$ cat src/verilog/decode_macros.svh
`ifndef DECODE_MACROS_SVH
`define DECODE_MACROS_SVH

`define XLEN            32

`define NUM_WARPS       4
`define WID_BITS        $clog2(`NUM_WARPS)
`define NUM_THREADS     4

// Register number and decoded op widths
`define NR_BITS         5
`define OP_BITS         4
`define MOD_BITS        3
`define CSR_ADDR_BITS   12

// Major opcodes, RV32 base encoding
`define OPC_I           7'b0010011
`define OPC_R           7'b0110011
`define OPC_LUI         7'b0110111
`define OPC_AUIPC       7'b0010111
`define OPC_JAL         7'b1101111
`define OPC_JALR        7'b1100111
`define OPC_B           7'b1100011
`define OPC_L           7'b0000011
`define OPC_S           7'b0100011
`define OPC_FENCE       7'b0001111
`define OPC_SYS         7'b1110011

// LSU op code for FENCE, outside the load/store range
`define LSU_FENCE       4'hf

`endif

$ cat src/verilog/decode_pkg.sv
`include "decode_macros.svh"

package decode_pkg;

    typedef struct packed {
        logic [6:0] funct7;
        logic [4:0] rs2;
        logic [4:0] rs1;
        logic [2:0] funct3;
        logic [4:0] rd;
        logic [6:0] opcode;
    } r_fmt_t;

    typedef struct packed {
        logic [11:0] imm;
        logic [4:0]  rs1;
        logic [2:0]  funct3;
        logic [4:0]  rd;
        logic [6:0]  opcode;
    } i_fmt_t;

    typedef struct packed {
        logic [6:0] imm_hi;
        logic [4:0] rs2;
        logic [4:0] rs1;
        logic [2:0] funct3;
        logic [4:0] imm_lo;
        logic [6:0] opcode;
    } s_fmt_t;

    typedef struct packed {
        logic       imm12;
        logic [5:0] imm10_5;
        logic [4:0] rs2;
        logic [4:0] rs1;
        logic [2:0] funct3;
        logic [3:0] imm4_1;
        logic       imm11;
        logic [6:0] opcode;
    } b_fmt_t;

    typedef struct packed {
        logic [19:0] imm;
        logic [4:0]  rd;
        logic [6:0]  opcode;
    } u_fmt_t;

    typedef struct packed {
        logic       imm20;
        logic [9:0] imm10_1;
        logic       imm11;
        logic [7:0] imm19_12;
        logic [4:0] rd;
        logic [6:0] opcode;
    } j_fmt_t;

    // One instruction word, six ways to read it
    typedef union packed {
        r_fmt_t r;
        i_fmt_t i;
        s_fmt_t s;
        b_fmt_t b;
        u_fmt_t u;
        j_fmt_t j;
    } instr_u;

    typedef enum logic [1:0] {
        EX_ALU = 2'd0,
        EX_LSU = 2'd1,
        EX_SFU = 2'd2
    } ex_type_e;

    typedef enum logic [`OP_BITS-1:0] {
        ALU_ADD, ALU_SUB, ALU_SLL, ALU_SLT, ALU_SLTU, ALU_XOR,
        ALU_SRL, ALU_SRA, ALU_OR, ALU_AND, ALU_LUI, ALU_AUIPC
    } alu_op_e;

    typedef enum logic [`OP_BITS-1:0] {
        BR_EQ, BR_NE, BR_LT, BR_GE, BR_LTU, BR_GEU, BR_JAL, BR_JALR,
        BR_ECALL, BR_EBREAK, BR_URET, BR_SRET, BR_MRET
    } br_op_e;

    // Same order as funct3
    typedef enum logic [`OP_BITS-1:0] {
        M_MUL, M_MULH, M_MULHSU, M_MULHU, M_DIV, M_DIVU, M_REM, M_REMU
    } m_op_e;

    typedef enum logic [`OP_BITS-1:0] {
        SFU_CSRRW = 4'd1,   // matches funct3[1:0]
        SFU_CSRRS = 4'd2,
        SFU_CSRRC = 4'd3
    } sfu_op_e;

    typedef struct packed {
        logic [`WID_BITS-1:0]    wid;
        logic [`NUM_THREADS-1:0] tmask;
        logic [`XLEN-1:0]        pc;
        instr_u                  instr;
    } fetch_t;

    typedef struct packed {
        logic [`WID_BITS-1:0]    wid;
        logic [`NUM_THREADS-1:0] tmask;
        logic [`XLEN-1:0]        pc;
        ex_type_e                ex_type;
        logic [`OP_BITS-1:0]     op_type;
        logic [`MOD_BITS-1:0]    op_mod;   // [0] branch/jump, [1] M op
        logic                    use_pc;
        logic                    use_imm;
        logic [`XLEN-1:0]        imm;
        logic                    wb;
        logic [`NR_BITS-1:0]     rd;
        logic [`NR_BITS-1:0]     rs1;
        logic [`NR_BITS-1:0]     rs2;
        logic                    is_branch;
    } decode_t;

endpackage

$ cat src/verilog/imm_gen.sv
`timescale 1ns/1ps
`include "decode_macros.svh"

module imm_gen import decode_pkg::*; (
    input  instr_u           instr,
    input  logic [6:0]       opcode,
    output logic [`XLEN-1:0] imm
);

    logic [2:0]  funct3;
    logic        is_shift;
    logic        is_ret;
    logic [11:0] i_imm;
    logic [11:0] s_imm;
    logic [12:0] b_imm;
    logic [20:0] j_imm;

    assign funct3   = instr.i.funct3;
    assign is_shift = (funct3 == 3'd1) || (funct3 == 3'd5);
    assign i_imm    = instr.i.imm;
    assign s_imm    = {instr.s.imm_hi, instr.s.imm_lo};
    assign b_imm    = {instr.b.imm12, instr.b.imm11, instr.b.imm10_5, instr.b.imm4_1, 1'b0};
    assign j_imm    = {instr.j.imm20, instr.j.imm19_12, instr.j.imm11, instr.j.imm10_1, 1'b0};

    // ECALL, EBREAK and the xRET forms by funct12
    always_comb begin
        case (i_imm)
            12'h000, 12'h001, 12'h002, 12'h102, 12'h302: is_ret = 1'b1;
            default: is_ret = 1'b0;
        endcase
    end

    always_comb begin
        imm = '0;
        case (opcode)
            `OPC_I: begin
                if (is_shift)
                    imm = {{(`XLEN-5){1'b0}}, instr.r.rs2};   // shamt
                else
                    imm = {{(`XLEN-12){i_imm[11]}}, i_imm};
            end
            `OPC_JALR, `OPC_L: imm = {{(`XLEN-12){i_imm[11]}}, i_imm};
            `OPC_S:            imm = {{(`XLEN-12){s_imm[11]}}, s_imm};
            `OPC_B: begin
                if (funct3[2:1] != 2'b01)
                    imm = {{(`XLEN-13){b_imm[12]}}, b_imm};
            end
            `OPC_LUI, `OPC_AUIPC: imm = `XLEN'($signed({instr.u.imm, 12'h000}));
            `OPC_JAL:             imm = {{(`XLEN-21){j_imm[20]}}, j_imm};
            `OPC_SYS: begin
                if (funct3[1:0] != 2'b00) begin
                    imm[`CSR_ADDR_BITS-1:0] = i_imm;
                    if (funct3[2])
                        imm[`CSR_ADDR_BITS +: `NR_BITS] = instr.i.rs1;   // uimm
                end else if (funct3 == 3'd0 && is_ret) begin
                    imm = `XLEN'd4;   // return address offset
                end
            end
            default: ;
        endcase
    end

endmodule

$ cat src/verilog/op_decoder.sv
`timescale 1ns/1ps
`include "decode_macros.svh"

module op_decoder import decode_pkg::*; (
    input  instr_u               instr,
    output ex_type_e             ex_type,
    output logic [`OP_BITS-1:0]  op_type,
    output logic [`MOD_BITS-1:0] op_mod,
    output logic                 use_pc,
    output logic                 use_imm,
    output logic                 use_rd,
    output logic [`NR_BITS-1:0]  rd,
    output logic [`NR_BITS-1:0]  rs1,
    output logic [`NR_BITS-1:0]  rs2,
    output logic                 is_wstall,
    output logic                 is_branch
);

    logic [6:0]  opcode;
    logic [2:0]  funct3;
    logic [6:0]  funct7;
    logic [11:0] funct12;
    logic        use_rs1;
    logic        use_rs2;
    logic        br_ok;
    logic        sys_ok;
    br_op_e      br_code;
    br_op_e      sys_code;

    assign opcode  = instr.r.opcode;
    assign funct3  = instr.r.funct3;
    assign funct7  = instr.r.funct7;
    assign funct12 = instr.i.imm;

    // SUB exists only in the register form
    function automatic alu_op_e alu_fn(input logic [2:0] f3, input logic alt, input logic is_op);
        alu_op_e op;
        case (f3)
            3'd0: op = (is_op && alt) ? ALU_SUB : ALU_ADD;
            3'd1: op = ALU_SLL;
            3'd2: op = ALU_SLT;
            3'd3: op = ALU_SLTU;
            3'd4: op = ALU_XOR;
            3'd5: op = alt ? ALU_SRA : ALU_SRL;
            3'd6: op = ALU_OR;
            3'd7: op = ALU_AND;
        endcase
        return op;
    endfunction

    function automatic m_op_e m_fn(input logic [2:0] f3);
        return m_op_e'({1'b0, f3});
    endfunction

    function automatic logic br_fn(input logic [2:0] f3, output br_op_e op);
        logic ok;
        ok = 1'b1;
        case (f3)
            3'd0: op = BR_EQ;
            3'd1: op = BR_NE;
            3'd4: op = BR_LT;
            3'd5: op = BR_GE;
            3'd6: op = BR_LTU;
            3'd7: op = BR_GEU;
            default: begin
                op = BR_EQ;
                ok = 1'b0;
            end
        endcase
        return ok;
    endfunction

    function automatic logic sys_fn(input logic [11:0] f12, output br_op_e op);
        logic ok;
        ok = 1'b1;
        case (f12)
            12'h000: op = BR_ECALL;
            12'h001: op = BR_EBREAK;
            12'h002: op = BR_URET;
            12'h102: op = BR_SRET;
            12'h302: op = BR_MRET;
            default: begin
                op = BR_EQ;
                ok = 1'b0;
            end
        endcase
        return ok;
    endfunction

    always_comb begin
        br_ok     = br_fn(funct3, br_code);
        sys_ok    = sys_fn(funct12, sys_code);
        ex_type   = EX_ALU;
        op_type   = '0;
        op_mod    = '0;
        use_pc    = 1'b0;
        use_imm   = 1'b0;
        use_rd    = 1'b0;
        use_rs1   = 1'b0;
        use_rs2   = 1'b0;
        is_wstall = 1'b0;
        is_branch = 1'b0;
        case (opcode)
            `OPC_I: begin
                op_type = alu_fn(funct3, funct7[5], 1'b0);
                use_imm = 1'b1;
                use_rd  = 1'b1;
                use_rs1 = 1'b1;
            end
            `OPC_R: begin
                if (funct7[0]) begin
                    op_type   = m_fn(funct3);
                    op_mod[1] = 1'b1;
                end else begin
                    op_type = alu_fn(funct3, funct7[5], 1'b1);
                end
                use_rd  = 1'b1;
                use_rs1 = 1'b1;
                use_rs2 = 1'b1;
            end
            `OPC_LUI: begin
                op_type = ALU_LUI;
                use_imm = 1'b1;
                use_rd  = 1'b1;
            end
            `OPC_AUIPC: begin
                op_type = ALU_AUIPC;
                use_pc  = 1'b1;
                use_imm = 1'b1;
                use_rd  = 1'b1;
            end
            `OPC_JAL: begin
                op_type   = BR_JAL;
                op_mod[0] = 1'b1;
                use_pc    = 1'b1;
                use_imm   = 1'b1;
                use_rd    = 1'b1;
                is_wstall = 1'b1;
                is_branch = 1'b1;
            end
            `OPC_JALR: begin
                op_type   = BR_JALR;
                op_mod[0] = 1'b1;
                use_imm   = 1'b1;
                use_rd    = 1'b1;
                use_rs1   = 1'b1;
                is_wstall = 1'b1;
                is_branch = 1'b1;
            end
            `OPC_B: begin
                if (br_ok) begin
                    op_type   = br_code;
                    op_mod[0] = 1'b1;
                    use_pc    = 1'b1;
                    use_imm   = 1'b1;
                    use_rs1   = 1'b1;
                    use_rs2   = 1'b1;
                    is_wstall = 1'b1;
                    is_branch = 1'b1;
                end
            end
            `OPC_L: begin
                ex_type = EX_LSU;
                op_type = {1'b0, funct3};
                use_imm = 1'b1;
                use_rd  = 1'b1;
                use_rs1 = 1'b1;
            end
            `OPC_S: begin
                ex_type = EX_LSU;
                op_type = {1'b1, funct3};   // store flag in bit 3
                use_imm = 1'b1;
                use_rs1 = 1'b1;
                use_rs2 = 1'b1;
            end
            `OPC_FENCE: begin
                ex_type = EX_LSU;
                op_type = `LSU_FENCE;
            end
            `OPC_SYS: begin
                if (funct3[1:0] != 2'b00) begin
                    ex_type   = EX_SFU;
                    op_type   = sfu_op_e'({2'b00, funct3[1:0]});
                    use_imm   = funct3[2];
                    use_rd    = 1'b1;
                    use_rs1   = ~funct3[2];   // rs1 field is the uimm otherwise
                    is_wstall = 1'b1;
                end else if (funct3 == 3'd0 && sys_ok) begin
                    op_type   = sys_code;
                    op_mod[0] = 1'b1;
                    use_pc    = 1'b1;
                    use_imm   = 1'b1;
                    use_rd    = 1'b1;
                    is_wstall = 1'b1;
                end
            end
            default: ;
        endcase
    end

    assign rd  = use_rd  ? instr.r.rd  : '0;
    assign rs1 = use_rs1 ? instr.r.rs1 : '0;
    assign rs2 = use_rs2 ? instr.r.rs2 : '0;

endmodule

$ cat src/verilog/decode_buffer.sv
`timescale 1ns/1ps

module decode_buffer import decode_pkg::*; (
    input  logic    clk,
    input  logic    rst_n,
    input  logic    flush,
    input  logic    in_valid,
    output logic    in_ready,
    input  decode_t in_data,
    output logic    out_valid,
    input  logic    out_ready,
    output decode_t out_data
);

    logic    full_q;
    decode_t data_q;

    // Accept when empty or draining; never during a flush
    assign in_ready = ~flush & (~full_q | out_ready);

    always_ff @(posedge clk or negedge rst_n) begin
        if (!rst_n) begin
            full_q <= 1'b0;
        end else if (flush) begin
            full_q <= 1'b0;
        end else if (in_ready) begin
            full_q <= in_valid;
        end
    end

    always_ff @(posedge clk) begin
        if (in_valid && in_ready)
            data_q <= in_data;
    end

    assign out_valid = full_q;
    assign out_data  = data_q;

endmodule

$ cat src/verilog/decode_stage.sv
`timescale 1ns/1ps
`include "decode_macros.svh"

module decode_stage import decode_pkg::*; (
    input  logic                 clk,
    input  logic                 rst_n,
    input  logic                 flush,
    input  logic                 fetch_valid,
    output logic                 fetch_ready,
    input  fetch_t               fetch_data,
    output logic                 decode_valid,
    input  logic                 decode_ready,
    output decode_t              decode_data,
    output logic                 sched_valid,
    output logic [`WID_BITS-1:0] sched_wid,
    output logic                 sched_wstall
);

    ex_type_e             ex_type;
    logic [`OP_BITS-1:0]  op_type;
    logic [`MOD_BITS-1:0] op_mod;
    logic                 use_pc;
    logic                 use_imm;
    logic                 use_rd;
    logic [`NR_BITS-1:0]  rd;
    logic [`NR_BITS-1:0]  rs1;
    logic [`NR_BITS-1:0]  rs2;
    logic                 is_wstall;
    logic                 is_branch;
    logic [`XLEN-1:0]     imm;
    decode_t              dec;

    op_decoder i_op_decoder (
        .instr     (fetch_data.instr),
        .ex_type   (ex_type),
        .op_type   (op_type),
        .op_mod    (op_mod),
        .use_pc    (use_pc),
        .use_imm   (use_imm),
        .use_rd    (use_rd),
        .rd        (rd),
        .rs1       (rs1),
        .rs2       (rs2),
        .is_wstall (is_wstall),
        .is_branch (is_branch)
    );

    imm_gen i_imm_gen (
        .instr  (fetch_data.instr),
        .opcode (fetch_data.instr.r.opcode),
        .imm    (imm)
    );

    always_comb begin
        dec.wid       = fetch_data.wid;
        dec.tmask     = fetch_data.tmask;
        dec.pc        = fetch_data.pc;
        dec.ex_type   = ex_type;
        dec.op_type   = op_type;
        dec.op_mod    = op_mod;
        dec.use_pc    = use_pc;
        dec.use_imm   = use_imm;
        dec.imm       = imm;
        dec.wb        = use_rd && (rd != '0);   // x0 writes dropped
        dec.rd        = rd;
        dec.rs1       = rs1;
        dec.rs2       = rs2;
        dec.is_branch = is_branch;
    end

    decode_buffer i_decode_buffer (
        .clk       (clk),
        .rst_n     (rst_n),
        .flush     (flush),
        .in_valid  (fetch_valid),
        .in_ready  (fetch_ready),
        .in_data   (dec),
        .out_valid (decode_valid),
        .out_ready (decode_ready),
        .out_data  (decode_data)
    );

    // Scheduler sees the instruction in its fetch cycle
    assign sched_valid  = fetch_valid && fetch_ready;
    assign sched_wid    = fetch_data.wid;
    assign sched_wstall = is_wstall;

endmodule

$ cat config.mk
export PLATFORM = sky130hd
export DESIGN_NAME = decode_stage
export DESIGN_NICKNAME = d
export VERILOG_FILES = /design/src/verilog/decode_pkg.sv /design/src/verilog/imm_gen.sv /design/src/verilog/op_decoder.sv /design/src/verilog/decode_buffer.sv /design/src/verilog/decode_stage.sv
export VERILOG_INCLUDE_DIRS = /design/src /design/src/verilog
export SDC_FILE = /design/constraint.sdc
export NUM_CORES = 1
export LEC_CHECK = 0
export BUFFER_PORTS_ARGS = -buffer_cell sky130_fd_sc_hd__buf_4
export CORE_ASPECT_RATIO = 2
export CORE_UTILIZATION = 48
export DETAILED_ROUTE_END_ITERATION = 12
export GPL_TIMING_DRIVEN = 0
export PLACE_DENSITY = 0.8
export SYNTH_ARGS = -nofsm -noshare
export SYNTH_HDL_FRONTEND = slang
export SYNTH_SLANG_ARGS = --single-unit
$ cat constraint.sdc
create_clock -name clk -period 5.1 [get_ports clk]
set_clock_uncertainty 0.2 [all_clocks]
set_input_delay 1.02 -clock clk [delete_from_list [all_inputs] [get_ports clk]]
set_output_delay 1.02 -clock clk [all_outputs]
set_load 0.005 [all_outputs]
==> run summary, run 1 <==
The final routed wire length divided by cell count works out to 21.0 um. The placed instances occupy a cell area of 0.00588 mm2. From bottom edge to top edge, the die measures 138 um. The tightest min-delay check is of the in2async type. The number of nets in the synthesized netlist is 397.

Cells fill 69.6% of the core in the end. Synthesis produced a netlist whose cell count is 322. After synthesis the netlist holds a flip-flop and latch count of 98. The number of global-route vias before repair came out at 3,470. Sequential cells were found to cover 66.6% of the synthesized design area.

The tools report the number of CTS-inserted buffers as 9. The share of synthesized registers carrying an async set or reset was 1.02%; the final antenna-violating net count was 0. For this design, the CTS-stage hold fixing added 0 buffers. The number of diodes added for antenna fixing is 0, and the max-cap violation count is 0.

Registers take 0.00294 mm2. In the routed design, unresolved DRC markers number 0. The global-route wire length before repair came out at 19,000 um. In this run the power density over the cells is 311 mW/mm2.

The worst pin sits at a relative slew slack of 61.1%. After the first detailed-routing iteration, the DRC count stood at 284. In the final layout, the share of cells above drive strength 1 is 44.8%.

Summing all non-filler instances in the final layout gives an area of 0.00623 mm2. Cell taking the most area after synthesis: edfxtp_1. The worst register-to-register path begins at i_decode_buffer.out_valid.

The congestion estimate from routability-driven global placement came to 1.02. The run gives 79 as the largest net degree at the start of global routing. Counting tap cells, the placed design contains a total of 599 instances. Data on the critical path arrives at its endpoint at 2400 ps. Yosys printed 0 warnings.

Summed over all layers, the global routing overflow is 0. The final wirelength is 12,900 um. Once detailed placement completed, the half-perimeter wirelength came to 9870 um.

For the count of TritonRoute iterations in the first routing pass, the log shows 5. Once the clock tree was built, the resizer swapped 0 gates to a different size. Of the available clock period, the critical path in the final layout requires 71.0%.

Endpoint of the worst-slack reg-to-reg timing path: i_decode_buffer.out_data[37]. The worst-case clock buffer depth is 2. The clock period minus final worst setup slack is 3620 ps.

For the hold violation total from the final report, the log shows 0. The leakage power of the design was 2.52 nW; the portion of synthesized cell area occupied by the leading cell type was 66.0%. The deepest level of the CTS H-tree is 3, and the total clock sinks is 98.

The tools report the aggregate global-route resource usage as 26.6%. The net count of the finished layout is 583. Once layout is complete, the cells apart from fillers number 615. The via density per instance is 5.70. The setup path with the least slack is of type in2out. Buffers placed on the I/O ports in this run total 174. The routed layout has 3,507 vias. The run gives 340 ps as the worst-skew pair later-pin latency.

The initial utilization of the core area, before any placement, comes to 49.3%. Setup repair after global routing left no endpoint under its margin. The run finished with clean final reports. For the worst flop-to-flop path, the logic depth is 4. The logs give 0.00960 mm2 for the area of the die and 0 for the number of buffers added for setup after CTS. Setup violations remaining at the end of the flow were counted as 0. The initial antenna violation count is 0, and the overall die width is 69.8 um. The number of enable flip-flop cells after synthesis was 97; the number of fill cells in the layout was 626.

The CTS clock-pin slew for the worst setup and hold paths was 70 ps; the required time of the worst setup path was 3880 ps. The floorplan has 49 rows. The synthesized area per cell was 13.7 um2. STA classifies the critical path startpoint as a primary input. The number of pins with negative max-slew slack in the final report was 0. Across all register-to-register paths, the minimum setup slack is 3160 ps. Along the worst path, the maximum fanout reaches 6. The number of different library cells used by synthesis comes to 65. During I/O placement, the number of pins put on the boundary was 179. After synthesis the cells add up to 0.00441 mm2.

The highest achievable clock rate came out at 0.276 GHz. For the pin with the worst max-slew slack, the measured transition is 578 ps. The area growth from synthesis to layout is 41.2%. For the maximum vdd drop, the log shows 0.183 mV. The core box area is 0.00895 mm2. Yosys attributes the largest share of cell area to edfxtp_1, nand2_1, nand3_1.

The multi-input combinational cells in the finished layout cover a total of 0.00132 mm2. The buffer cell driving the clock tree root was clkbuf_16. TritonCTS built the clock tree. STA classifies the critical path endpoint as a primary output.

The predominant post-synthesis flop cell is edfxtp_1.
worst max-delay path by stage:
stage                         from      endpoint  slack (ps)  cells past startpoint
global placement      decode_ready   sched_valid        -710                      5
global route         fetch_data[4]  sched_wstall        1350                      7
detailed placement  fetch_data[13]  sched_wstall        1530                      7
CTS                 fetch_data[13]  sched_wstall        1510                      7
floorplan             decode_ready   sched_valid         370                      3
finish              fetch_data[13]  sched_wstall        1480                      7
flip-flops by register name (all words and copies together), names as in the netlist:
signal,flops
i_decode_buffer.out_data,97
i_decode_buffer.out_valid,1
critical path, cell delays in order:
cell	delay, ps
buf_4	140
nor4b_1	360
and3_1	220
buf_2	170
a21oi_1	100
o31ai_1	230
buf_4	150
cells in the final DEF (no fill, tap or decap), drive strengths merged, types with 4 or more instances in the layout:
cell type,instances
a21boi,5
a21oi,12
a22o,5
a22oi,4
a32oi,5
and2,8
and3,4
buf,193
clkbuf,13
edfxtp,97
inv,12
nand2,28
nand3,20
nor2,14
nor2b,14
nor4,4
o21ai,21
o31ai,4
cells by family (layout without fill, tap and decap cells):
| group | count (synthesis) | count (layout) | share of synthesized area [%] |
|---|---|---|---|
| AO/OA/AOI/OAI | 80 | 80 | 14.5 |
| AND/OR/NAND/NOR | 111 | 111 | 14.8 |
| buffers and inverters | 30 | 221 | 3.60 |
| other | 1 | 1 | 0.0850 |
| flip-flops | 98 | 98 | 66.6 |
| multiplexers | 2 | 2 | 0.482 |
per-layer routing:
layer,vias to the layer above,track usage (%),routed length [um]
met4,0,18.6,788
met5,-,0,0
li1,1609,-,-
met2,192,50.5,7300
met3,43,4.75,800
met1,1663,25.3,4000
final cells by class:
cell class / instances / share of cell area [%]
Tap cell: 102 / 2.05
Timing Repair Buffer: 175 / 21.4
Inverter: 10 / 0.643
Sequential cell: 98 / 47.2
Buffer: 20 / 1.91
Clock buffer: 11 / 3.90
Multi-Input combinational cell: 194 / 21.2
Clock inverter: 5 / 1.77
cell usage after synthesis, types with 2 or more instances:
cell,number
a211o_1,2
a21o_1,2
a21oi_1,11
buf_4,6
buf_2,11
nand2_1,26
o2111ai_1,2
inv_1,9
and4_1,2
nor3_1,2
o22ai_1,2
a21boi_1,4
and3_1,4
o31ai_1,4
o21ai_0,11
o21ai_1,10
nor3b_1,2
o211ai_1,3
nor2_1,12
nor4_1,4
a2111oi_4,2
a22oi_1,3
o21bai_1,2
edfxtp_1,97
nor2b_1,14
or2_2,2
a32oi_1,4
nand3b_1,2
a22o_1,5
clkbuf_1,2
and2_1,8
nand3_1,19
power by group:
group	switching [mW]	total, mW	internal (mW)
registers	0.0112	0.936	0.925
clock network	0.285	0.783	0.498
logic	0.111	0.219	0.108
metrics by stage:
step                      setup slack (ps)  setup TNS, ps  total power, mW  hold slack [ps]
after floorplan                        366              0             1.03              439
after global placement                -711           -711             1.17              462
after detailed placement              1530              0             1.17              490
after CTS                             1510              0             1.95              232
after global routing                  1350              0             2.00              229
final                                 1480              0             1.94              240
Note: power is estimated with default switching activity, not from simulation.
==> run 2: changes to the inputs <==
ABC_AREA = 1   (was not set)
clock period = 3.8 ns   (was 5.1 ns; I/O delays follow)
==> run summary, run 2 <==
Summed over all cells, the static leakage comes to 2.83 nW. The clock drives 98 sinks. The tools report the number of CTS-inserted buffers as 9.

The post-layout worst setup margin was 736 ps; the number of enable flip-flop cells after synthesis was 97. At the end of routability-driven placement, the weighted congestion stood at 0.897. The total of buffers placed on input and output ports is 176. The top cell types in the final layout, fill and taps aside, are buf_4, edfxtp_1, nand2_1. The die covers 0.00932 mm2. After detailed routing, the number of vias per cell comes to 5.06. The tools report the endpoint of the worst-slack reg-to-reg timing path as i_decode_buffer.out_data[76]. Along the worst path, the maximum fanout reaches 24.

The number of instances on the worst hold path works out to 1. Setup repair after global routing left no endpoint under its margin. In the final routed layout, each cell accounts on average for 17.0 um. After detailed placement, the design holds a cell count of 642. The run gives 629 as the total number of nets in the final design. The startpoint identified for the worst register-to-register timing path is i_decode_buffer.out_valid.

For the post-place setup slack, the log shows 722 ps. The register with the most flip-flops in the layout has 97 of them. The post-synthesis instance total is 362. By startpoint and endpoint, the worst setup path is classified as in2out. The tools report the number of top-level design ports as 179. The most common cell in the synthesized netlist is edfxtp_1.

The run gives 0 as the overflow left after global routing. Setup slack on the worst reg-to-reg path comes out at 1600 ps. The most used flip-flop cell after synthesis is edfxtp_1. The min-delay analysis places its worst path in the category in2reg. After floorplanning, the core was sized to cover 0.00865 mm2. Across all hold checks on the routed design, the worst slack comes to 386 ps. The smallest clock period supported by the final layout is computed as 3060 ps.

For the pin with the worst max-slew slack, the measured transition is 907 ps. The largest net degree at the start of global routing was 25. The initial DRC count was 172. The H-tree was split into 3 levels. Cells with a size suffix above 1 make up 43.8% of the layout.

Counting distinct cell types in the post-synthesis netlist gives 32. In this run the worst setup path begins at decode_ready. With fillers left out, the area of the finished cells amounts to 0.00619 mm2. A synthesized cell averages 11.8 um2. The logs give 0 for the initial antenna violation count and 68.6% for the post-synthesis sequential area ratio. The source of the worst hold timing path was fetch_data[58]. For the final antenna-violating net count, the log shows 0.

The overall die width was 68.8 um; the remaining routing DRC violations was 0. For the number of pins with negative max-slew slack in the final report, the log shows 0. edfxtp_1 takes more of the synthesized area than any other cell. Counting flops and latches in the post-synthesis netlist gives 98. By area the synthesized netlist is led by edfxtp_1, nand2_1, inv_1. The run finished with clean final reports. The first detailed-routing pass ran for 5 iterations.

For this run, the number of Yosys warnings is 0. The logs give 0 ps for the setup TNS and 0.00586 mm2 for the area of placed instances. For the area occupied by multi-input gates, the log shows 0.00113 mm2. The tools report the post-synth net total as 437.

The longest clock path from root to sink contains 2 buffers. For the worst-skew pair later-pin latency, the log shows 340 ps. The tools report the critical path capture point type as a primary output. The die is 136 um tall.

In the global route stage, overall resource usage came out at 25.0%. The overall power is 2.50 mW. The logs give 11,200 um for the final wirelength and 0 for the number of setup violations in the final report. The cell area that synthesis handed to floorplanning was 0.00428 mm2. After the flow finishes, the layout carries non-filler instances totaling 659. The signed area change from the synthesized netlist to the final layout came out at 44.7%.

The run gives 0.00294 mm2 as the sequential cell area. Kind of start point of the critical path: a primary input. Commonest non-fill, non-tap cell in the layout: buf_4. The tree is rooted in a clkbuf_16. Cells fill 71.6% of the core in the end.

For the number of global-route vias before repair, the log shows 3,383. STA puts the critical path data required time at 2840 ps. The final route contains 3,336 vias. The initial cell density of the core came out at 49.5%.

The tools report the number of cell rows as 48. TritonCTS built the clock tree. The global-route wire length before repair came out at 16,500 um. The portion of synthesized cell area occupied by the leading cell type was 68.1%; the number of diodes added for antenna fixing was 0. After layout, the worst path uses 80.6% of the clock period. After synthesis, the most frequently instantiated cells are edfxtp_1, nand2_1, inv_1, nor2_1, nand3_1. The power density of the placed cells came out at 404 mW/mm2.

For hold timing, the worst endpoint is i_decode_buffer.out_data[86]. For the worst setup path, the data arrival time is 2100 ps. Once detailed placement completed, the half-perimeter wirelength came to 8860 um. The worst-case IR drop observed on VDD is 0.232 mV. The number of cells on the worst reg-to-reg path is 5. For this run, the top clock speed supported by timing is 0.326 GHz.

After clock tree synthesis, the clock-pin slew on the worst setup and hold paths is 70 ps. The hold violation total from the final report was 0; the number of fill cells in the layout was 618. Across the run, the number of max-cap violations was 0. Measured against its own limit, the worst slew margin works out to 39.4%. In the synthesized netlist the async set-or-reset flop fraction comes to 1.02%.
==> run 2: worst max-delay path by stage <==
stage / endpoint / slack, ps
CTS: sched_valid / 720
global route: sched_valid / 640
finish: sched_valid / 740
floorplan: sched_valid / -310
global placement: sched_valid / -1490
detailed placement: sched_valid / 720
==> run 2: power breakdown <==
part / internal, mW / switching, mW / total, mW
sequential: 1.24 / 0.0144 / 1.26
combinational: 0.137 / 0.127 / 0.265
clock: 0.582 / 0.398 / 0.980
total: 1.96 / 0.540 / 2.50
==> run 2: cell families after synthesis <==
family	share of synthesized area, %
other cells	0.0876
buf+inv	5.38
flops	68.6
simple gates	20.6
compound gates	5.26
==> run 2: metal layers <==
layer	track usage [%]	vias up	share of wire (%)	routed length, um
li1	-	1613	-	-
met1	24.6	1548	33	3710
met2	45.6	146	58	6440
met3	5.05	29	5.7	643
met4	13.9	0	3.5	396
met5	0	-	0	0
==> run 2: final cells by class <==
| type | count | share of cell area (%) |
|---|---|---|
| clock inverters | 7 | 1.62 |
| clock buffers | 9 | 3.64 |
| multi-input cells | 208 | 18.3 |
| repair buffers | 181 | 23.1 |
| flip-flops and latches | 98 | 47.4 |
| well taps | 100 | 2.02 |
| plain buffers | 5 | 0.545 |
| inverters | 51 | 3.41 |
==> run 2: timing repair <==
item	CTS	global route
setup buffers	0	0
gates resized for setup	0	0
hold buffers	1	0
endpoints found under the hold margin	1	0
==> run 2: worst max-delay path, stage by stage <==
cell,delay (ps)
buf_4,130
inv_12,30
nand2_4,60
inv_4,40
nor3_4,690
buf_16,250
buf_4,130
